<file path="src/split_merge_consts.svh">
`ifndef SPLIT_MERGE_CONSTS_SVH
`define SPLIT_MERGE_CONSTS_SVH

////////////////////////////////
// buffer geometry
////////////////////////////////

`define SM_MEM_ADDR_BITS 10     // buffer address width
`define SM_BANK_DEPTH    128    // spacing of bank base addresses
`define SM_DW            128    // one complex word

////////////////////////////////
// pass timing and task limits
////////////////////////////////

// cycles from read start to write start, must equal the FPU latency
`define SM_WR_DELAY      12

`define SM_TW_COUNT      64     // twiddle reads per task
`define SM_MAX_STAGE     7      // highest FFT stage handled

`endif

</file>
<file path="src/sm_task_pkg.sv">
package sm_task_pkg;

    ////////////////////////////////
    // task word fields
    ////////////////////////////////

    typedef enum logic {
        op_split = 1'b0,    // runs the FPU in inverse mode
        op_merge = 1'b1     // runs the FPU in forward mode
    } sm_op_e;

    typedef enum logic {
        fpu_fft  = 1'b0,
        fpu_ifft = 1'b1
    } fpu_mode_e;

    typedef logic [2:0] sm_stage_t;  // FFT stage 0..7

    ////////////////////////////////
    // controller
    ////////////////////////////////

    typedef enum logic [1:0] {
        st_idle  = 2'd0,
        st_run   = 2'd1,    // reading, write pass not started yet
        st_drain = 2'd2     // waiting for the last write
    } sm_state_e;

endpackage

</file>
<file path="src/sm_ctrl.sv">
`timescale 1ns/10ps
`include "split_merge_consts.svh"

module sm_ctrl (
    input  logic                   clk,
    input  logic                   rst_n,
    input  logic                   start,
    input  sm_task_pkg::sm_op_e    op,
    input  sm_task_pkg::sm_stage_t stage,
    input  logic                   wr_last,   // final write of the pass
    output logic                   rd_go,
    output logic                   wr_go,
    output sm_task_pkg::fpu_mode_e fpu_mode,
    output logic                   op_done
);

    sm_task_pkg::sm_state_e  state;
    logic [`SM_WR_DELAY-1:0] go_dly;   // rd_go travelling towards the write side
    logic                    accept;

    assign accept = start && (state == sm_task_pkg::st_idle);

    always_ff @(posedge clk or negedge rst_n) begin
        if (!rst_n) begin
            state <= sm_task_pkg::st_idle;
        end else begin
            case (state)
                sm_task_pkg::st_idle: begin
                    if (accept) state <= sm_task_pkg::st_run;
                end
                sm_task_pkg::st_run: begin
                    if (wr_go) state <= sm_task_pkg::st_drain;
                end
                sm_task_pkg::st_drain: begin
                    if (wr_last) state <= sm_task_pkg::st_idle;
                end
                default: state <= sm_task_pkg::st_idle;
            endcase
        end
    end

    ////////////////////////////////
    // read and write start pulses
    ////////////////////////////////

    always_ff @(posedge clk or negedge rst_n) begin
        if (!rst_n) begin
            rd_go   <= 1'b0;
            go_dly  <= '0;
            op_done <= 1'b0;
        end else begin
            rd_go   <= accept;                               // one cycle after start
            go_dly  <= {go_dly[`SM_WR_DELAY-2:0], rd_go};    // match the FPU pipeline
            op_done <= wr_last;
        end
    end

    assign wr_go = go_dly[`SM_WR_DELAY-1];

    // mode is captured with the task and held until the next one
    always_ff @(posedge clk or negedge rst_n) begin
        if (!rst_n) begin
            fpu_mode <= sm_task_pkg::fpu_fft;
        end else if (accept) begin
            fpu_mode <= (op == sm_task_pkg::op_split) ? sm_task_pkg::fpu_ifft
                                                      : sm_task_pkg::fpu_fft;
        end
    end

endmodule

</file>
<file path="config.mk">
export PLATFORM = sky130hd
export DESIGN_NAME = sm_ctrl
export DESIGN_NICKNAME = d
export VERILOG_FILES = /design/src/sm_task_pkg.sv /design/src/sm_ctrl.sv
export VERILOG_INCLUDE_DIRS = /design/src /design/src/src
export SDC_FILE = /design/constraint.sdc
export NUM_CORES = 1
export LEC_CHECK = 0
export BUFFER_PORTS_ARGS = -buffer_cell sky130_fd_sc_hd__clkbuf_2
export CAP_MARGIN = 25
export CORE_AREA = 5 5 42 44
export DETAILED_ROUTE_END_ITERATION = 6
export DIE_AREA = 0 0 47 49
export GPL_TIMING_DRIVEN = 0
export HOLD_SLACK_MARGIN = 0.02
export PLACE_DENSITY = 0.68
export SLEW_MARGIN = 20
export SYNTH_ARGS = -nofsm -noshare
export SYNTH_HDL_FRONTEND = slang
export SYNTH_SLANG_ARGS = --single-unit
</file>
<file path="constraint.sdc">
create_clock -name clk -period 1.27 [get_ports clk]
set_clock_uncertainty 0.2 [all_clocks]
set_input_delay 0.127 -clock clk [delete_from_list [all_inputs] [get_ports clk]]
set_output_delay 0.127 -clock clk [all_outputs]
set_load 0.005 [all_outputs]
</file>
== After elaboration in Yosys (flattened, before gate mapping) ==
Index checks and enable logic that the tools add are counted.
Cells by class
  equality and inequality tests: 5
  reductions and logical operators: 3
  multiplexer cells: 5
Operators by type and width (number)
  two-way mux 2 bit: 3
  != test 2 bit, second input constant: 3
  one-hot mux 2 bit (3 select lines): 1
  AND reduction 3 bit: 1
  equality test 2 x 1 -> 1 bit, second input constant: 1
  equality test 2 bit, second input constant: 1
  zero test 2 bit: 1
  logical AND 1 bit: 1
  two-way mux 1 bit: 1
Storage, ports and cells
  output and inout port bits: 4
  logic and storage cells: 18
  flip-flop bits (word level): 17

== Depth between registers and ports, before layout ==
  depth after elaboration: 4
  gate-level depth with buffers: 2
  mapped depth without buffers: 2

== Least setup slack after synthesis ==
No wires, ideal clock.
  path kind: reg-to-reg
  start point: register state[0]
  end point: register fpu_mode
  setup slack: 196 ps
  arrival: 795 ps
  stages on the path, launching flop included: 3
  library setup time: 79 ps
  path buffers: 0
  cells stage by stage: dfrtp_1 -> nor3b_2 -> mux2i_1
On the way
  word-level cells in the longest chain between the ends: 2
Ends and longest elaborated chain
  start: declaration: line sm_ctrl.sv:17  | sm_task_pkg::sm_state_e state;
  start signal: assignment: line sm_ctrl.sv:25  | state <= sm_task_pkg::st_idle;
  start signal: assignment: line sm_ctrl.sv:29  | if (accept) state <= sm_task_pkg::st_run;
  start signal: assignment: line sm_ctrl.sv:32  | if (wr_go) state <= sm_task_pkg::st_drain;
  zero test 2 bit: line sm_ctrl.sv:21  | assign accept = start && (state == sm_task_pkg::st_idle);
  logical AND 1 bit: line sm_ctrl.sv:21
  net accept: line sm_ctrl.sv:19  | logic accept;
  end signal: assignment: line sm_ctrl.sv:63  | fpu_mode <= sm_task_pkg::fpu_fft;
  end signal: assignment: line sm_ctrl.sv:65  | fpu_mode <= (op == sm_task_pkg::op_split) ? sm_task_pkg::fpu_ifft
  end: declaration: line sm_ctrl.sv:13  | output sm_task_pkg::fpu_mode_e fpu_mode,
The timed path passes the listed nets, and every way through them passes these cells.
A chain may end at the register's enable or synchronous reset.

== Worst setup path after layout ==
  start point: input port start
  end point: register fpu_mode
On the way
  word-level cells in the longest chain between the ends: 1
Ends and longest elaborated chain
  start: declaration: line sm_ctrl.sv:7  | input logic start,
  logical AND 1 bit: line sm_ctrl.sv:21
  net accept: line sm_ctrl.sv:19
The timed path passes the listed nets, and every way through them passes these cells.

==> flow_summary.json <==
{
  "netlist_top_cells_area": "dfrtp_1, nor3b_2, mux2i_1",
  "final_hold_viol_count": 0,
  "largest_driver_fanout_on_the_critical_path": 2,
  "clock_latency_ns": 0.28,
  "wire_length_of_the_first_global_routing_pass_microns": 1210,
  "post_cts.repair.setup_buffers": 0,
  "coreArea_sq_um": 1400,
  "grt_pass1_vias": 272,
  "final_common_cell": "dfrtp_1",
  "antenna_diode_count": 0,
  "wl_per_cell_microns": 12.4,
  "timing.final.setup_violations": 0,
  "postSynthCellCount": 25,
  "crit_buf_inv": 2,
  "synthDominantAreaCellType": "dfrtp_1",
  "die_area_sq_um": 2300,
  "clock_buffer_count_from_cts": 3,
  "tightest_slew_ns": 0.393,
  "postRouteAntennaNets": 0,
  "p_sw_frac": 0.242,
  "fmax_mhz": 843,
  "place_congestion": 0.631,
  "route.detailed.vias_per_inst": 4.28,
  "slew_headroom": 0.738,
  "cellLeakagePower_uw": 0.000310,
  "layout.cells.non_filler": 57,
  "ir_worst_vdd_uv": 760,
  "grt_overflow_total": 0,
  "cts.sink_count": 17,
  "cts.clk_slew.worst_paths_ns": 0.09,
  "nets": 50,
  "place_inst": 49,
  "cts_tree": "done",
  "pwr-share-seq": 0.646,
  "place.detailed.hpwl_microns": 491,
  "cp_data_arrival_time_ns": 1.19,
  "cts-resized-gates": 0,
  "floorplan.die.width_microns": 47,
  "rsz0062_at_grt": "false",
  "final.min_clock_period_ns": 1.19,
  "portion_of_the_clock_cycle_consumed_by_the_worst_path_in_the_final_layout": 0.934,
  "rows": 14,
  "multiInputGateArea_sq_um": 52.6,
  "standard_cell_with_the_maximum_stage_delay_on_the_critical_path": "dlygate4sd3_1",
  "cp_top_family": "buffers and inverters",
  "critical_path_depth": 4,
  "grt_max_degree": 18,
  "layout_common_cells": "dfrtp_1, clkbuf_2, dlygate4sd3_1, clkbuf_4",
  "cp_data_required_time_ns": 1.28,
  "detailroute.via_count": 244,
  "drc": 0,
  "power_switching_uw": 262,
  "max_transition_viols_final": 0,
  "maxCapViolations": 0,
  "power_density_over_the_cells_nw_per_um2": 1770,
  "cts_hold_buffers": 4,
  "place.port_buffers": 8,
  "layout-area-overhead-vs-synth_pct": 26.5,
  "layout.filler_cells": 138,
  "chipHeight_microns": 49,
  "power.share.combinational": 0.106,
  "synth_top_area_frac": 0.883,
  "power_uw": 1080,
  "worst_path_largest_cell_delay_ns": 0.52,
  "run_status": "complete, no violations",
  "register_area_sq_um": 425,
  "mappedNetlistNets": 33,
  "cp_cell_sequence": "dlygate4sd3_1, clkbuf_2, nor3b_2, mux2i_1",
  "clock_power_share": 0.249,
  "min_path_type": "primary input to async pin",
  "ioPinCount": 12,
  "antenna_found_initial": 0,
  "worst_r2r_path_depth": 2,
  "clock_path_buffers": 2,
  "ys_ff_latch": 17,
  "track_usage": 0.0773,
  "drt-total-wl_microns": 708,
  "yosysSeqAreaShare": 0.883,
  "internal_power_uw": 819,
  "avgSynthCellArea_sq_um": 19.3,
  "layout-drive-gt1-share": 0.317,
  "critPathCaptureType": "register",
  "timing.setup.tns_ns": 0,
  "synth_cell_types": 9,
  "post_synth_instance_area_sq_um": 482,
  "synth.yosys.warnings": 0,
  "worst-setup-path-type": "primary input to register",
  "root_buffer": "clkbuf_4",
  "htreeDepth": 1,
  "critical_path.startpoint_type": "primary input",
  "floorplan.initialDensity": 0.344,
  "detail_route.first_pass.iterations": 3,
  "initial_detailed_routing_violation_count": 2
}
[layer usage]
layer / routed length, microns / track usage / vias to the layer above
li1: - / - / 114
met1: 321 / 0.112 / 121
met2: 319 / 0.0950 / 9
met3: 67 / 0.0332 / 0
met4: 0 / 0.0415 / 0
met5: 0 / 0 / -
[synth_stat cells]
master and n:
a211oi_1 1, dfrtp_1 17, inv_1 1, mux2i_1 1, nand2b_1 1, nand3b_1 1, nor2_1 1, nor3b_2 1
o21ai_0 1
[state kept, by name, indices dropped and copies added (netlist names)]
signal,cells
op_done,1
fpu_mode,1
rd_go,1
go_dly,12
state,2
[metrics by stage]
stage	utilization	worst slack (ns)	area, sq um	hold slack [ns]
floorplan	-	0.196	482	-0.369
global placement	0.387	0.125	542	-0.154
detailed placement	0.387	0.104	542	-0.128
CTS	0.435	0.0743	609	0.103
global route	0.435	0.0209	609	0.118
finish	0.435	0.0840	609	0.0991
[kinds of logic after synthesis]
logic type	after synthesis	synth area share
AO/OA/AOI/OAI	2	0.0260
buffers and inverters	1	0.00778
flip-flops	17	0.883
multiplexers	1	0.0208
AND/OR/NAND/NOR	4	0.0623
[worst paths after layout]
kind,from,slack [ns],endpoint
max,start,0.08,fpu_mode
min,rst_n,0.1,go_dly[1]
max reg2reg,state[0],0.09,fpu_mode
min reg2reg,go_dly[7],0.16,go_dly[8]
max in group asynchronous,rst_n,0.50,rd_go
min in group clk,go_dly[7],0.16,go_dly[8]
[worst register-to-register path, stage by stage (launching register included)]
cell	delay, ns
dfrtp_1	0.43
nor3b_2	0.27
mux2i_1	0.21
[power groups by stage]
stage | Combinational, uW | Clock, uW | Sequential [uW]
finish | 115 | 269 | 698
global route | 129 | 319 | 713
CTS | 118 | 284 | 703
detailed placement | 108 | 0 | 709
global placement | 105 | 0 | 701
floorplan | 47.1 | 0 | 698
[area by class of cell]
type	instances	area share
inverters	1	0.00616
well taps	16	0.0329
clock buffers	3	0.0370
flip-flops and latches	17	0.698
clock inverters	1	0.00821
multi-input cells	7	0.0862
repair buffers	12	0.131
Note: power is estimated with default switching activity, not from simulation.
