==> src/split_merge_consts.svh <==
`ifndef SPLIT_MERGE_CONSTS_SVH
`define SPLIT_MERGE_CONSTS_SVH

////////////////////////////////
// buffer geometry
////////////////////////////////

`define SM_MEM_ADDR_BITS 10     // buffer address width
`define SM_BANK_DEPTH    128    // spacing of bank base addresses
`define SM_DW            128    // one complex word

////////////////////////////////
// pass timing and task limits
////////////////////////////////

// cycles from read start to write start, must equal the FPU latency
`define SM_WR_DELAY      12

`define SM_TW_COUNT      64     // twiddle reads per task
`define SM_MAX_STAGE     7      // highest FFT stage handled

`endif

==> src/sm_task_pkg.sv <==
package sm_task_pkg;

    ////////////////////////////////
    // task word fields
    ////////////////////////////////

    typedef enum logic {
        op_split = 1'b0,    // runs the FPU in inverse mode
        op_merge = 1'b1     // runs the FPU in forward mode
    } sm_op_e;

    typedef enum logic {
        fpu_fft  = 1'b0,
        fpu_ifft = 1'b1
    } fpu_mode_e;

    typedef logic [2:0] sm_stage_t;  // FFT stage 0..7

    ////////////////////////////////
    // controller
    ////////////////////////////////

    typedef enum logic [1:0] {
        st_idle  = 2'd0,
        st_run   = 2'd1,    // reading, write pass not started yet
        st_drain = 2'd2     // waiting for the last write
    } sm_state_e;

endpackage

==> src/sm_mem_pkg.sv <==
`include "split_merge_consts.svh"

package sm_mem_pkg;

    // address into one data or twiddle buffer
    typedef logic [`SM_MEM_ADDR_BITS-1:0] mem_addr_t;

    // one complex word as stored in a bank
    typedef logic [`SM_DW-1:0] bank_data_t;

    // running twiddle index before the stage offset
    typedef logic [7:0] tw_idx_t;

endpackage

==> src/twiddle_addr_gen.sv <==
`timescale 1ns/10ps
`include "split_merge_consts.svh"

module twiddle_addr_gen (
    input  logic                   clk,
    input  logic                   rst_n,
    input  logic                   rd_go,
    input  logic                   rd_en,
    input  sm_task_pkg::sm_stage_t stage,
    output logic                   tw_en,
    output sm_mem_pkg::mem_addr_t  tw_addr [2]
);

    localparam sm_mem_pkg::tw_idx_t TW_LAST = sm_mem_pkg::tw_idx_t'(`SM_TW_COUNT - 1);

    sm_mem_pkg::tw_idx_t   idx;
    sm_mem_pkg::tw_idx_t   idx_d1;
    sm_mem_pkg::tw_idx_t   idx_d2;
    sm_mem_pkg::tw_idx_t   offset;
    sm_mem_pkg::mem_addr_t tw_base;
    logic                  en_d1;

    // restarts with each read pass, parks at the last index
    always_ff @(posedge clk or negedge rst_n) begin
        if (!rst_n) idx <= TW_LAST;
        else if (rd_go) idx <= '0;
        else if (rd_en && idx != TW_LAST) idx <= idx + 1'b1;
    end

    always_ff @(posedge clk or negedge rst_n) begin
        if (!rst_n) begin
            en_d1 <= 1'b0;
            tw_en <= 1'b0;
        end else begin
            en_d1 <= rd_en;
            tw_en <= en_d1;     // two cycles behind the data banks
        end
    end

    always_ff @(posedge clk) begin
        idx_d1 <= idx;
        idx_d2 <= idx_d1;
    end

    always_comb begin
        case (stage)
            3'd0:    offset = 8'd0;
            3'd1:    offset = 8'd1;
            3'd2:    offset = 8'd2;
            3'd3:    offset = 8'd3;
            3'd4:    offset = 8'd5;
            3'd5:    offset = 8'd9;
            3'd6:    offset = 8'd17;
            default: offset = 8'd33;
        endcase
    end

    assign tw_base    = sm_mem_pkg::mem_addr_t'(idx_d2) + sm_mem_pkg::mem_addr_t'(offset);
    assign tw_addr[0] = tw_base;
    assign tw_addr[1] = tw_base + sm_mem_pkg::mem_addr_t'(`SM_BANK_DEPTH);  // second bank

endmodule

==> config.mk <==
export PLATFORM = sky130hd
export DESIGN_NAME = twiddle_addr_gen
export DESIGN_NICKNAME = d
export VERILOG_FILES = /design/src/sm_task_pkg.sv /design/src/sm_mem_pkg.sv /design/src/twiddle_addr_gen.sv
export VERILOG_INCLUDE_DIRS = /design/src /design/src/src
export SDC_FILE = /design/constraint.sdc
export NUM_CORES = 1
export LEC_CHECK = 0
export BUFFER_PORTS_ARGS = -buffer_cell sky130_fd_sc_hd__buf_2
export CAP_MARGIN = 20
export CORE_MARGIN = 2
export CORE_UTILIZATION = 31
export CTS_CLUSTER_DIAMETER = 50
export CTS_CLUSTER_SIZE = 25
export DETAILED_ROUTE_END_ITERATION = 6
export PLACE_DENSITY_LB_ADDON = 0.25
export RECOVER_POWER = 100
export SYNTH_ARGS = -nofsm -noshare
export SYNTH_HDL_FRONTEND = slang
export SYNTH_SLANG_ARGS = --single-unit
export TNS_END_PERCENT = 5
==> constraint.sdc <==
create_clock -name clk -period 2.6 [get_ports clk]
set_input_delay 0.13 -clock clk [delete_from_list [all_inputs] [get_ports clk]]
set_output_delay 0.13 -clock clk [all_outputs]
set_load 0.02 [all_outputs]
### After elaboration in Yosys (flattened, before gate mapping)

Index checks and enable logic that the tools add are counted.

* output and inout bits: 21
* logic and storage cells: 21
* input port bits: 7
* flip-flop bits (word level): 26

* equal/unequal tests: 7
* multiplexer cells: 3
* add/subtract/negate cells: 3
* reductions and logical operators: 3

Operators by type and width (number)
* one-hot mux 6 bit (7 select lines): 1
* 2-to-1 mux 8 bit: 2
* adder 9 x 8 -> 10 bit (second input constant): 1
* adder 8 x 8 -> 9 bit: 1
* == test 3 bit (second input constant): 3
* adder 8 x 1 -> 8 bit (second input constant): 1
* inequality test 8 x 6 -> 1 bit (second input constant): 1
* == test 3 x 2 -> 1 bit (second input constant): 2
* == test 3 x 1 -> 1 bit (second input constant): 1
* zero test 3 bit: 1
* nonzero test 2 bit: 1
* logical AND 1 bit: 1

### Depth between registers and ports, before layout

* word-level depth: 4
* mapped depth: 8
* gate-level depth less buffers: 7

### Least setup slack after synthesis

OpenSTA, ideal clock, no wires.

* kind: input to output
* start point: input port stage[2]
* end point: output port tw_addr[16] in the netlist's numbering
* path buffers: 1
* path slack: 0.460 ns
* cell stages on the path: 7
* arrival time: 2.010 ns
* required time: 2.470 ns
* path through: or2_2 > ha_1 > fa_1 > a21o_1 > a221oi_2 > xnor2_1 > buf_4

RTL lines
* start, declared: line twiddle_addr_gen.sv:9 `input sm_task_pkg::sm_stage_t stage,`
* end, declared: line twiddle_addr_gen.sv:11 `output sm_mem_pkg::mem_addr_t tw_addr [2]`

==> Implementation_results.wiki <==
{| class="wikitable"
! Metric !! Value
|-
| Total cell area at the placement stage || 1340 sq um
|-
| Clock Tree Root || clkbuf_8
|-
| Post-Route Utilization || 0.369
|-
| Headroom to the max-slew limit || 0.645
|-
| CP Capture Type || output pin
|-
| Status || finished, final reports clean
|-
| Worst ir drop on vdd || about 0.00022 V
|-
| Number of rows in the core area || 22
|-
| Layout-stage area growth over the synthesis result || 12.3%
|-
| Sequential element share of the synthesized area || 0.474
|-
| Vias per inst || between 4 and 5
|-
| Max-cap violations || 0
|-
| Die width || between 60 and 70 um
|-
| Async set-reset flop share out of synthesis || 0.385
|-
| Sum of negative setup slack || 0 ns
|-
| Die boundary height || roughly 67 um
|-
| Remaining global-route overflow || 0
|-
| Setup slack after placement || 0.357 ns
|-
| Layout Nets || 150
|-
| Setup clock skew after layout || ~0.0055 ns
|-
| Final Worst Setup Slack || roughly 0.30 ns
|-
| Average instance area after synthesis || roughly 11 sq um
|-
| Starting utilization of the core area || 0.328
|-
| EDFF count, synth || 0
|-
| Number of iterations in the first detailed-routing pass || 4
|-
| Final setup viols || 0
|-
| Number of sinks driven by the clock tree || 26
|-
| Syn Nets || between 100 and 150
|-
| Antenna diode instance count || 0
|-
| Critical-path maximum fanout || 4
|-
| First-pass GRT wire length || between 2000 and 3000 um
|-
| Iter 0 DRT Violations || 15
|-
| Classification of the worst-slack hold path || input port to flip-flop
|-
| Post-synthesis cell count || around 110
|-
| Number of instances in the placed design || ~180
|-
| Num ports || 28
|-
| Kind of launch point of the worst setup path || flip-flop
|-
| Port Buffer Count || 26
|-
| Final total power || 0.831 mW
|-
| Overall die area || 4450 sq um
|-
| Number of library cell types mapped by synthesis || 36
|-
| Fraction of layout cells with a size suffix above 1 || 0.0896
|-
| Final worst path period share || 0.883
|-
| Worst Tran Pin Value || roughly 0.53 ns
|-
| Critical Setup Path Class || flip-flop to output pin
|-
| Total global routing track utilization || 0.0865
|-
| Total length of routed wires || roughly 1900 um
|-
| Synthesized cell area || approximately 1200 sq um
|-
| Vias in the first global route || between 700 and 800
|-
| Count of unresolved DRC violations after routing || 0
|-
| Main synth FF type || dfxtp_1
|-
| Final HPWL from detailed placement || between 1000 and 1500 um
|-
| RSZ-0062 raised after global routing || no
|-
| Number of synthesis warnings || 0
|-
| Number of H-tree levels || 1
|-
| Power per cell area || a little over 600 nW/um^2
|-
| Design area || ~1400 sq um
|-
| Clock insertion delay at the later pin of the skew report || ~0.26 ns
|-
| Hold slack final || between 0.07 and 0.08 ns
|-
| CTS tree || done
|-
| Core ar. || 3720 sq um
|-
| Number of standard cells in the layout, taps in and fillers out || ~180
|-
| Final Hold Viols || 0
|-
| Static Leakage || between 0.5 and 0.6 nW
|-
| Seq cells post-synth || 26
|-
| Total vias in the final route || 843
|-
| Setup Fix Bufs, Post-CTS || 0
|-
| Post_cts resized || 0
|-
| Final-report max-slew violation count || 0
|-
| Number of antenna violations at the first check in global routing || 0
|-
| Worst Path Required || between 2 and 2.5 ns
|-
| Arrival @ worst endpoint || between 2 and 2.5 ns
|-
| Maximum clock path buffer count || 2
|-
| Global placement routability congestion || 0.908
|-
| Maximum number of pins on one net before global-route repair || 16
|-
| Final Critical Period || 2.30 ns
|-
| Average wire length per cell after detail routing || a little over 10 um
|-
| Remaining antenna violation count after routing || 0
|-
| CTS buffer count || 3
|-
| Post-CTS clock slew at the launch and capture registers of the worst setup and hold paths || 0.09 ns
|-
| Achievable clock frequency || ~0.44 GHz
|}
[power by group]
part / total (mW) / switching (mW) / internal, mW
registers: 0.419 / 0.00642 / 0.413
clock network: 0.318 / 0.113 / 0.205
logic: 0.0929 / 0.0632 / 0.0297
[metal layers]
layer | wire length, um | global-route usage
met1 | 915 | 0.109
met2 | 820 | 0.151
met3 | 138 | 0.0101
met4 | 13 | 0.0306
met5 | 0 | 0
[what timing repair did]
item / 4_1_cts / 5_1_grt
hold buffers: 1 / 0
hold endpoints to repair: 10 / 0
endpoints found under the setup margin: 0 / 0
[synth_stat cells (4+ instances only)]
master / number / area share
dfxtp_1: 16 / 0.26
nand3_1: 4 / 0.016
xnor2_1: 5 / 0.036
xor2_1: 5 / 0.036
dfstp_2: 6 / 0.13
ha_1: 7 / 0.072
buf_4: 8 / 0.049
nor2_1: 12 / 0.037
a21oi_1: 7 / 0.029
and3_1: 4 / 0.021
dfrtp_1: 4 / 0.082
[area by class of cell]
class,instances,area [sq um]
fillers,391,2350
flip-flops and latches,26,578
multi-input cells,76,542
repair buffers,27,115
well taps,48,60.1
clock buffers,3,41.3
clock inverters,1,30.0
inverters,1,3.75
[cell usage in the layout (no fill, tap or decap), drive strengths merged, types with 2 or more instances in the layout]
cell / instances
and3b: 2
a21oi: 7
dfstp: 6
and3: 5
a21o: 3
dfrtp: 4
nor2: 12
or2: 2
dfxtp: 16
xor2: 5
o211ai: 2
xnor2: 5
nand4: 2
clkbuf: 23
buf: 6
o21ai: 3
nand3: 4
ha: 7
nand2: 3
a211oi: 3
[worst max-delay path, cell delays in order, from the launching register on]
cell and delay [ns]:
dfxtp_1 0.31, ha_1 0.23, fa_1 0.41, a21o_1 0.22
a221oi_2 0.30, xnor2_1 0.18, clkbuf_1 0.26
[worst paths after layout]
path                       cells past startpoint    endpoint      start  slack (ns)
max in group asynchronous                      2      idx[3]      rst_n        1.88
setup reg to reg                               5      idx[1]     idx[0]        0.70
hold / removal                                 1       en_d1      rd_en        0.08
setup / recovery                               6  tw_addr[6]  idx_d2[0]        0.30
hold reg to reg                                0   idx_d2[3]  idx_d1[3]        0.33
min in group asynchronous                      2       en_d1      rst_n        0.35
[cell families (layout without fill, tap and decap cells)]
kind of cell	after synthesis	after routing	share of synthesized area
AND/OR/NAND/NOR	34	34	0.161
flip-flops	26	26	0.474
AO/OA/AOI/OAI	22	22	0.133
XOR/XNOR	10	10	0.0718
buffers and inverters	10	32	0.0605
adder cells (fa/ha/maj)	8	8	0.0882
other	1	1	0.00307
multiplexers	1	1	0.00821
[flip-flops by register name, indices dropped and copies added, names as in the netlist]
signal,flops
idx,8
idx_d2,8
en_d1,1
tw_en,1
idx_d1,8
No activity file was read; power rests on OpenSTA's default activity.
