## config.mk

```make
export PLATFORM = sky130hd
export DESIGN_NAME = bank_addr_map
export DESIGN_NICKNAME = d
export VERILOG_FILES = /design/src/sm_task_pkg.sv /design/src/sm_mem_pkg.sv /design/src/bank_addr_map.sv
export VERILOG_INCLUDE_DIRS = /design/src /design/src/src
export SDC_FILE = /design/constraint.sdc
export NUM_CORES = 1
export LEC_CHECK = 0
export ABC_CLOCK_PERIOD_IN_PS = 13200
export BUFFER_PORTS_ARGS = -buffer_cell sky130_fd_sc_hd__buf_2
export CORE_MARGIN = 2
export CORE_UTILIZATION = 58
export DETAILED_ROUTE_END_ITERATION = 7
export PLACE_DENSITY_LB_ADDON = 0.3
export SLEW_MARGIN = 20
export SYNTH_ARGS = -nofsm -noshare
export SYNTH_HDL_FRONTEND = slang
export SYNTH_SLANG_ARGS = --single-unit
```

## constraint.sdc

```tcl
create_clock -name vclk -period 13.2
set_input_delay 3.96 -clock vclk [all_inputs]
set_output_delay 3.96 -clock vclk [all_outputs]
set_load 0.02 [all_outputs]
```

## src/split_merge_consts.svh

```systemverilog
`ifndef SPLIT_MERGE_CONSTS_SVH
`define SPLIT_MERGE_CONSTS_SVH

////////////////////////////////
// buffer geometry
////////////////////////////////

`define SM_MEM_ADDR_BITS 10     // buffer address width
`define SM_BANK_DEPTH    128    // spacing of bank base addresses
`define SM_DW            128    // one complex word

////////////////////////////////
// pass timing and task limits
////////////////////////////////

// cycles from read start to write start, must equal the FPU latency
`define SM_WR_DELAY      12

`define SM_TW_COUNT      64     // twiddle reads per task
`define SM_MAX_STAGE     7      // highest FFT stage handled

`endif

```

## src/sm_task_pkg.sv

```systemverilog
package sm_task_pkg;

    ////////////////////////////////
    // task word fields
    ////////////////////////////////

    typedef enum logic {
        op_split = 1'b0,    // runs the FPU in inverse mode
        op_merge = 1'b1     // runs the FPU in forward mode
    } sm_op_e;

    typedef enum logic {
        fpu_fft  = 1'b0,
        fpu_ifft = 1'b1
    } fpu_mode_e;

    typedef logic [2:0] sm_stage_t;  // FFT stage 0..7

    ////////////////////////////////
    // controller
    ////////////////////////////////

    typedef enum logic [1:0] {
        st_idle  = 2'd0,
        st_run   = 2'd1,    // reading, write pass not started yet
        st_drain = 2'd2     // waiting for the last write
    } sm_state_e;

endpackage

```

## src/sm_mem_pkg.sv

```systemverilog
`include "split_merge_consts.svh"

package sm_mem_pkg;

    // address into one data or twiddle buffer
    typedef logic [`SM_MEM_ADDR_BITS-1:0] mem_addr_t;

    // one complex word as stored in a bank
    typedef logic [`SM_DW-1:0] bank_data_t;

    // running twiddle index before the stage offset
    typedef logic [7:0] tw_idx_t;

endpackage

```

## src/bank_addr_map.sv

```systemverilog
`timescale 1ns/10ps
`include "split_merge_consts.svh"

module bank_addr_map #(
    parameter bit IS_WRITE = 1'b0
) (
    input  sm_task_pkg::sm_op_e   op,
    input  sm_mem_pkg::mem_addr_t la0,
    input  sm_mem_pkg::mem_addr_t la1,
    input  sm_mem_pkg::mem_addr_t la2,
    input  sm_mem_pkg::mem_addr_t base0,
    input  sm_mem_pkg::mem_addr_t base1,
    input  sm_mem_pkg::mem_addr_t base2,
    input  logic                  pos,          // buffer position bit
    output sm_mem_pkg::mem_addr_t bank_addr [4]
);

    localparam sm_mem_pkg::mem_addr_t DEPTH = sm_mem_pkg::mem_addr_t'(`SM_BANK_DEPTH);

    logic                  spread;      // one buffer spread over all four banks
    logic                  swap;
    sm_mem_pkg::mem_addr_t spread_base;
    sm_mem_pkg::mem_addr_t pair_base_lo;
    sm_mem_pkg::mem_addr_t pair_base_hi;

    // split read and merge write use the spread layout
    assign spread = (op == sm_task_pkg::op_split) ^ IS_WRITE;
    assign swap   = (spread ? ^la0 : ^la2) ^ pos;   // parity swap

    assign spread_base  = IS_WRITE ? base2 : base0;
    assign pair_base_lo = IS_WRITE ? base1 : base0;
    assign pair_base_hi = IS_WRITE ? base2 : base1;

    ////////////////////////////////
    // per bank address
    ////////////////////////////////

    for (genvar i = 0; i < 4; i++) begin : g_bank
        localparam logic [1:0] IDX = 2'(i);

        logic [1:0]            spread_slot;
        logic [1:0]            pair_slot;
        sm_mem_pkg::mem_addr_t spread_addr;
        sm_mem_pkg::mem_addr_t pair_addr;

        assign spread_slot = IDX + {swap, 1'b0};          // wraps mod 4
        assign pair_slot   = {swap ^ IDX[1], IDX[0]};

        assign spread_addr = spread_base
                           + sm_mem_pkg::mem_addr_t'(spread_slot) * DEPTH
                           + ((IDX[1] ? la1 : la0) >> 1);  // upper pair takes la1
        assign pair_addr   = (IDX[1] ? pair_base_hi : pair_base_lo)
                           + sm_mem_pkg::mem_addr_t'(pair_slot) * DEPTH
                           + (la2 >> 1);

        assign bank_addr[i] = spread ? spread_addr : pair_addr;
    end

endmodule

```

Yosys cells after proc, flatten, opt, wreduce, memory -nomap -nowiden
Cells that the tools add are included.
W data, S select, Z words.
{"block": "totals", "romBits": 0, "in_bits": 62, "mem_count": 0, "wordCells": 27, "latch_bits": 0, "register_bits": 0, "mem_bits_rw": 0, "output_inout_bits": 40}
{"block": "op_classes", "mux": 5, "mul": 0, "add_sub_neg": 18, "bitwise": 2, "n_reduce_logical": 2, "div": 0, "n_eq_ne": 0, "n_lt_le_gt_ge": 0, "shifts": 0}
{"cell": "$add A10 B9 Y10", "count": 15}
{"cell": "$mux W10", "count": 4}
{"cell": "$reduce_xor A10 Y1", "count": 2}
{"cell": "$add A2 B2 Y2 const A", "count": 2}
{"cell": "$add A1 B2 Y2 const A", "count": 1}
{"cell": "$mux W1", "count": 1}
{"cell": "$not A1 Y1", "count": 1}
{"cell": "$xor A1 B1 Y1", "count": 1}

Depth between registers and ports, before layout
Gate-level depths: netlist of the first run.
{"block": "depth", "depth_word": 7, "ltp_mapped": 13, "depth_no_buf": 12}

Worst setup path after synthesis of the first run
OpenSTA, ideal clock, no wires.
{"block": "synth_timing", "path_kind": "input -> output", "startpoint": "input port la0[4]", "endpoint": "output port bank_addr[29] (netlist name)", "n_path_buf": 0, "arrival_time_ns": 6.794, "required_time_ns": 9.240, "slack_ns": 2.446, "path_stages": 12, "path_cell_list": "xor2_1 -> xnor3_2 -> xnor2_1 -> mux2i_4 -> xnor2_2 -> inv_2 -> fa_1 -> ha_1 -> a21oi_1 -> xnor2_1 -> mux2i_1 -> xnor2_1"}
{"item": "start: declaration", "line": "bank_addr_map.sv:8", "source": "input sm_mem_pkg::mem_addr_t la0,"}
{"item": "end: declaration", "line": "bank_addr_map.sv:15", "source": "output sm_mem_pkg::mem_addr_t bank_addr [4]"}

==> reports/metrics.yaml, run 1 <==
synth-compound-area-share_pct: 18.3
synthMuxAreaShare_pct: 7.61
start_util_pct: 60.6
seq_cell_count: 0
peakVddDrop_v: 0.0000796
grt_pass1_wl_um: 10100
path_max_fanout: 5
synth_fa_ha_area_share_pct: 39.7
cp.required_ns: 9.24
fin_crit_sh_pct: 84.2
synth_area_per_cell_um2: 8.67
netlist_instances: 332
die-area_um2: 5540
grt_use_total_pct: 22.6
hold_depth: 3
drive_gt1_share_pct: 26.9
cp.arrival_ns: 7.16
ant_nets: 0
report.final.setup_viol: 0
hpwl_um: 5620
fin_cells: 479
synth-simple-area-share_pct: 3.48
die_w_um: 74.5
min_to: "bank_addr[29]"
viasPerCell: 5.31
synth_cell_types: 27
drt_iter0_markers: 56
dieHeight_um: 74.5
end_kind: "output port"
fin_nets: 562
slew_headroom_pct: 68.6
synth_top_cell_by_area: "ha_1"
remaining_drc_errors: 0
num-fill-cells: 417
syn2layout_area_growth_pct: 16.5
clockBufferCount: 0
cap_violations: 0
first_global_vias: 2463
grt-ovfl-total: 0
io_buffers: 91
syn_nets: 480
clock.fmax_mhz: 90.0
pin_count: 102
timing.final.crit_period_ns: 11.12
hold_class: "input pin to output port"
hold_buffers: 0
grt_max_degree: 27
rows: 25
yosysWarnings: 0
power_density_nw_per_um2: 105
slew_viol_final: 0
grt_antenna_before_repair: 0
dp.cells: 479
dr.pass1.iters: 4
netlist_area_um2: 2880
post-synth-top-area-fraction_pct: 33.5
vias: 2545
synthXorXnorAreaFrac_pct: 23.8
yosysSeqAreaShare_pct: 0
outcome: "finished, final reports clean"
place_congestion: 0.857
seq_area_um2: 0
fin_setup_tns_ns: 0
worst_slew_pin_slew_ns: 0.470
hold_viol: 0
hold_start: "base0[9]"
totalWireLength_um: 6220
cts_setup_buffers: 0
core_um2: 4750
num_antenna_cells: 0
synth_top_family_by_area: "adder cells"
worstSetupPathType: "input pin to output port"
rsz0062_at_grt: "false"
cp-start-kind: "input pin"
p_leak_uw: 0.00182
synthTopCellsByArea: "ha_1 33%, xnor2_1 17%, a21oi_1 7.3%, fa_1 6.3%, mux2_2 5.1%"
cts_resized: 0
wire_per_inst_um: 13.0
==> metrics by stage <==
step	area [µm²]	util [%]	setup slack, ns	hold WS [ns]	total power (µW)
floorplan	2880	-	2.45	8.06	271
global placement	3350	70.6	2.14	8.26	340
detailed placement	3350	70.6	2.08	8.26	350
CTS	3350	70.6	2.08	8.26	353
global route	3350	70.6	1.86	8.29	386
finish	3350	70.6	2.08	8.26	351
==> placed cells by master, fill, tap and decap left out, types with 5 or more instances in the layout <==
master,count
xor2_1,11
o21bai_1,18
mux2i_1,5
mux2_2,13
fa_1,9
a21o_1,12
buf_2,91
nor2_1,14
nand2_1,6
inv_1,34
a21oi_1,42
o21ai_0,7
xnor2_1,55
ha_1,77
==> cells in the mapped netlist, types with 2 or more instances <==
library cell  instances
nor2_1               14
clkbuf_1              3
inv_1                34
o211ai_1              2
xnor2_1              55
xnor3_1               3
o22ai_1               2
nand2_1               6
xor2_1               11
a21o_1               12
fa_1                  9
and2_1                2
o221ai_2              2
ha_1                 77
a21oi_1              42
buf_4                 7
o21ai_0               7
buf_1                 2
o21bai_1             18
mux2_2               13
mux2i_1               5
==> power breakdown <==
part	leakage [µW]	switching [µW]	internal [µW]
registers	0	0	0
clock network	0	0	0
logic	0.00182	198	153
total	0.00182	198	153
==> area by class of cell <==
| class | instances | area, µm² | share of cell area [%] |
|---|---|---|---|
| Timing Repair Buffer | 92 | 463 | 13.8 |
| Inverter | 35 | 131 | 3.92 |
| Tap cell | 67 | 83.8 | 2.50 |
| Multi-Input combinational cell | 285 | 2680 | 79.8 |
==> worst max-delay path, stage by stage <==
cell,delay (ns)
buf_2,0.12
xor2_1,0.17
xnor3_2,0.45
xnor2_1,0.30
mux2i_4,0.16
xnor2_2,0.38
inv_2,0.11
fa_1,0.45
ha_1,0.33
a21oi_1,0.17
xnor2_1,0.08
mux2i_1,0.18
xnor2_1,0.13
buf_2,0.17
==> routing by layer <==
layer	GRT usage, %	part of all wire [%]	routed length, µm
met5	0	0	0
met4	4.37	1.7	103
met3	0.949	3.7	231
met2	42.1	49	3020
met1	29.1	46	2870
==> cell families (layout without fill, tap and decap cells) <==
kind of cell    Yosys count  count (layout)
mux                      19              19
xor+xnor                 71              71
fa+ha+maj                86              86
simple gates             24              24
buf+inv                  47             127
compound gates           85              85
==> how the worst max path moves through the flow <==
stage | slack [ns] | depth (start not counted) | end | startpoint
finish | 2.08 | 14 | bank_addr[29] | la0[5]
global placement | 2.14 | 14 | bank_addr[29] | la0[5]
global route | 1.86 | 14 | bank_addr[29] | la0[5]
floorplan | 2.45 | 12 | bank_addr[29] | la0[4]
CTS | 2.08 | 14 | bank_addr[29] | la0[5]
detailed placement | 2.08 | 14 | bank_addr[29] | la0[5]
Power figures use the tool's default switching activity.
==> inputs of run 2 (changes only) <==
- ABC_CLOCK_PERIOD_IN_PS: 13200 -> 11250
- CORE_UTILIZATION: 58 -> 54
- clock period: 13.2 -> 11.25 ns (I/O delays scaled with it)
==> run 2 against run 1 <==
- combinational power rose by 17%
- sequential cell count did not move
- critical path depth did not move
- total power rose by 17%
- die area rose by 7.0%
- count of clock-buffer cells in the layout did not move
- largest cell class unchanged
- largest power group unchanged
==> reports/metrics.yaml, run 2 (synthesis results as in run 1) <==
hold_viol: 0  # unchanged
report.final.setup_viol: 0  # unchanged
fin_nets: 562  # unchanged
place_congestion: 0.861  # +0.44%
fin_crit_sh_pct: 88.7
pin_count: 102  # unchanged
rows: 26  # +4.0%
wire_per_inst_um: 12.7  # -2.4%
grt_pass1_wl_um: 10700  # +5.1%
power_density_nw_per_um2: 122  # +17%
peakVddDrop_v: 0.000102  # +29%
p_int_uw: 179  # +17%
p_leak_uw: 0.00182  # unchanged
power.share.clock_pct: 0  # unchanged
clock.fmax_mhz: 100
outcome: "finished, final reports clean"
cap_violations: 0  # unchanged
final_cell_mix: "91 x buf_2, 77 x ha_1, 55 x xnor2_1, 42 x a21oi_1, 34 x inv_1"
cp_slowest_cell: "xnor3_2"
layout_commonest_cell: "buf_2"
io_buffers: 91  # unchanged
seq_area_um2: 0  # unchanged
totalWireLength_um: 6110  # -1.8%
drt_iter0_markers: 34  # -39%
grt_max_degree: 29  # +7.4%
crit_buf_inv: 3  # unchanged
cts_resized: 0  # unchanged
slew_headroom_pct: 57.5  # -11 points
path_delay_family: "XOR/XNOR gates"
cp_cell_sequence: "buf_2, xor2_1, xnor3_2, xnor2_1, mux2i_4, xnor2_2, inv_2, fa_1, ha_1, a21oi_1, xnor2_1, mux2i_1, xnor2_1, buf_2"
hold_buffers: 0  # unchanged
hold_slack_ns: 7.09  # -1.17 ns
slew_viol_final: 0  # unchanged
viasPerCell: 5.21  # -2.0%
fin_setup_tns_ns: 0  # unchanged
seq_cell_count: 0  # unchanged
timing.final.crit_period_ns: 9.98
num_antenna_cells: 0  # unchanged
hold_class: "input pin to output port"
clockBufferCount: 0  # unchanged
grt_antenna_before_repair: 0  # unchanged
cp.arrival_ns: 6.61  # -0.55 ns
crit_top_cell: "xnor2_1"
cts_setup_buffers: 0  # unchanged
seqPwrFrac_pct: 0  # unchanged
start_util_pct: 56.0  # -4.5 points
grt-ovfl-total: 0  # unchanged
p_comb_share_pct: 100.0  # about the same
cp.required_ns: 7.88  # -1.36 ns
dr.pass1.iters: 4  # unchanged
path_max_fanout: 5  # unchanged
remaining_drc_errors: 0  # unchanged
die-area_um2: 5930  # +7.0%
worstSetupPathType: "input pin to output port"
dieHeight_um: 77.0  # +3.4%
first_global_vias: 2572  # +4.4%
grt_use_total_pct: 20.9  # -1.7 points
core_um2: 5140  # +8.1%
vias: 2510  # -1.4%
cp-start-kind: "input pin"
hpwl_um: 5520  # -1.8%
ant_nets: 0  # unchanged
syn2layout_area_growth_pct: 16.6
end_kind: "output port"
rsz0062_at_grt: "false"
switchingPower_uw: 231  # +17%
drive_gt1_share_pct: 26.9  # unchanged
cpPeakStageDelay_ns: 0.44  # about the same
swShare_pct: 56.3  # -0.076 points
worst_slew_pin_slew_ns: 0.637  # +0.167 ns
die_w_um: 77.0  # +3.4%
==> run 2: tightest hold or removal path: cells and delay by family <==
kind                   cells  cell delay (ns)
buffers and inverters      2             0.27
XOR/XNOR                   1             0.07
==> run 2: power groups by stage <==
stage,clock (µW),combinational (µW),sequential [µW]
2_1_floorplan,0,318,0
3_3_place_gp,0,401,0
3_5_place_dp,0,412,0
4_1_cts,0,415,0
5_1_grt,0,455,0
6_report,0,411,0
==> run 2: through the flow <==
| stage | total power [µW] | area (µm²) | cells | util, % | setup WS [ns] |
|---|---|---|---|---|---|
| 2_1_floorplan | 318 | 2880 | 332 | - | 1.67 |
| 3_3_place_gp | 401 | 3360 | 482 | 65.3 | 1.32 |
| 3_5_place_dp | 412 | 3360 | 482 | 65.3 | 1.23 |
| 4_1_cts | 415 | 3360 | 482 | 65.3 | 1.22 |
| 5_1_grt | 455 | 3360 | 482 | 65.3 | 1.01 |
| 6_report | 411 | 3360 | 482 | 65.3 | 1.27 |
==> run 2: final timing paths <==
check	from	endpoint	slack [ns]	cells after the start
setup / recovery	la0[5]	bank_addr[29]	1.27	14
hold / removal	base0[9]	bank_addr[29]	7.09	3
==> run 2: layer usage <==
layer	global-route usage, %	wire length, µm
met1	27.0	2800
met2	39.1	2980
met3	1.06	257
met4	3.21	75
met5	0	0
==> run 2: area by class of cell <==
cell class	count	area, µm²
fillers	488	1780
inverters	35	131
multi-input cells	285	2680
well taps	70	87.6
repair buffers	92	463
==> inputs of run 3 (changes only) <==
==> constraint.sdc (replaced) <==
create_clock -name vclk -period 11.25
set_input_delay 1.125 -clock vclk [all_inputs]
set_output_delay 1.125 -clock vclk [all_outputs]
set_load 0.02 [all_outputs]
==> run 3 against run 2 <==
- final area shrank 0.22%
- non-clock buffer count shrank 1
- setup slack gained 4.4 ns
- sequential cell count is the same
- fmax grew 80%
- worst hold slack lost 4.5 ns
- utilization shrank 0.15 points
- sequential share of layout area is the same
- first-iteration DRC count grew 74%
- die area is the same
- cell count shrank 0.21%
- critical endpoint unchanged
- largest power group unchanged
==> reports/metrics.yaml, run 3 (synthesis results as in run 1) <==
switchingPower_uw: 231  # -0.21%
dieHeight_um: 77.0  # unchanged
cpPeakStageDelay_ns: 0.46  # +0.02 ns
die-area_um2: 5930  # unchanged
clock.fmax_mhz: 180  # +80%
min_to: "bank_addr[29]"
first_global_vias: 2554  # -0.70%
start_util_pct: 56.0  # unchanged
num-fill-cells: 478  # -2.0%
rsz0062_at_grt: "false"
crit_buf_inv: 3  # unchanged
wire_per_inst_um: 12.7  # about the same
io_buffers: 91  # unchanged
final_core_util_pct: 65.2  # -0.15 points
placed_cell_area_um2: 3350  # -0.22%
viasPerCell: 5.17  # -0.79%
vias: 2485  # -1.0%
pin_count: 102  # unchanged
p_int_uw: 179  # -0.24%
final_area_um2: 3350  # -0.22%
worstSetupPathType: "input pin to output port"
cp.arrival_ns: 4.42  # -2.19 ns
fin_nets: 561  # -0.18%
path_delay_family: "XOR/XNOR gates"
fin_crit_sh_pct: 49.3  # -39 points
hpwl_um: 5490  # -0.62%
swShare_pct: 56.3  # about the same
timing.final.crit_period_ns: 5.54  # -4.44 ns
hold_start: "base0[9]"
crit_top_cell: "xnor2_1"
num_antenna_cells: 0  # unchanged
power.share.clock_pct: 0  # unchanged
place_congestion: 0.870  # +1.0%
end_kind: "output port"
die_w_um: 77.0  # unchanged
totalWireLength_um: 6100  # -0.26%
grt_pass1_wl_um: 10500  # -1.2%
syn2layout_area_growth_pct: 16.4
slew_viol_final: 0  # unchanged
cp.required_ns: 10.13  # +2.25 ns
grt_max_degree: 48  # +66%
final_cell_mix: "91 x buf_2, 77 x ha_1, 55 x xnor2_1, 42 x a21oi_1, 34 x inv_1"
core_um2: 5140  # unchanged
drive_gt1_share_pct: 26.8  # -0.18 points
rows: 26  # unchanged
slew_headroom_pct: 35.9  # -22 points
seq_cell_count: 0  # unchanged
clockBufferCount: 0  # unchanged
hold_buffers: 0  # unchanged
remaining_drc_errors: 0  # unchanged
busiest_layer: "met2"
grt_antenna_before_repair: 0  # unchanged
p_comb_share_pct: 100.0  # about the same
drt_iter0_markers: 59  # +74%
cts_setup_buffers: 0  # unchanged
cap_violations: 0  # unchanged
seqPwrFrac_pct: 0  # unchanged
outcome: "finished, final reports clean"
hold_slack_ns: 2.60  # -4.49 ns
hold_viol: 0  # unchanged
seq_area_um2: 0  # unchanged
cp-start-kind: "input pin"
grtUsageMet3_pct: 0.706  # -0.35 points
grt-ovfl-total: 0  # unchanged
cp_cell_sequence: "buf_2, xor2_1, xnor3_2, xnor2_1, mux2i_4, xnor2_2, inv_2, fa_1, ha_1, a21oi_1, xnor2_1, mux2i_1, xnor2_1, buf_2"
power_density_nw_per_um2: 122  # about the same
cp_slowest_cell: "xnor3_2"
ant_nets: 0  # unchanged
report.final.setup_viol: 0  # unchanged
grtUsageMet1_pct: 27.0  # about the same
hold_class: "input pin to output port"
grt_use_met2_pct: 39.1  # unchanged
peakVddDrop_v: 0.000104  # +2.0%
grt_use_total_pct: 20.9  # -0.065 points
cts_resized: 0  # unchanged
worst_slew_pin_slew_ns: 0.961  # +0.324 ns
dr.pass1.iters: 4  # unchanged
layout_commonest_cell: "buf_2"
p_leak_uw: 0.00182  # -0.26%
path_max_fanout: 5  # unchanged
fin_setup_tns_ns: 0  # unchanged
hold_depth: 3  # unchanged
run 3: cell types whose count changed in the layout (fill, tap and decap cells not counted), sizes merged:
cell	delta
buf	-1
run 3: metal layers:
layer / vias up / wire [µm]
li1: 1303 / -
met4: 0 / 78
met1: 1126 / 2890
met2: 48 / 2950
met3: 8 / 186
met5: - / 0
run 3: layout make-up:
cell class / count / area (µm²) / area share (%)
Multi-Input combinational cell: 285 / 2680 / 79.9
Tap cell: 70 / 87.6 / 2.61
Inverter: 35 / 131 / 3.92
Timing Repair Buffer: 91 / 455 / 13.6
run 3: power groups by stage:
stage | Sequential [µW] | Clock, µW | Combinational [µW]
3_3_place_gp | 0 | 0 | 400
2_1_floorplan | 0 | 0 | 318
6_report | 0 | 0 | 410
5_1_grt | 0 | 0 | 454
4_1_cts | 0 | 0 | 414
3_5_place_dp | 0 | 0 | 411
run 3: through the flow:
step / total power, µW / cells / setup slack (ns)
after CTS: 414 / 481 / 5.67
after detailed placement: 411 / 481 / 5.68
after global placement: 400 / 481 / 5.81
final: 410 / 481 / 5.71
after global routing: 454 / 481 / 5.44
after floorplan: 318 / 332 / 6.17
run 3: how the worst max path moves through the flow:
| stage | start | endpoint | slack, ns | cells after the start |
|---|---|---|---|---|
| final | la0[5] | bank_addr[29] | 5.71 | 14 |
| after detailed placement | la0[5] | bank_addr[29] | 5.68 | 14 |
| after CTS | la0[5] | bank_addr[29] | 5.67 | 14 |
| after global routing | la0[1] | bank_addr[29] | 5.44 | 14 |
| after floorplan | la0[4] | bank_addr[29] | 6.17 | 12 |
| after global placement | la0[5] | bank_addr[29] | 5.81 | 14 |
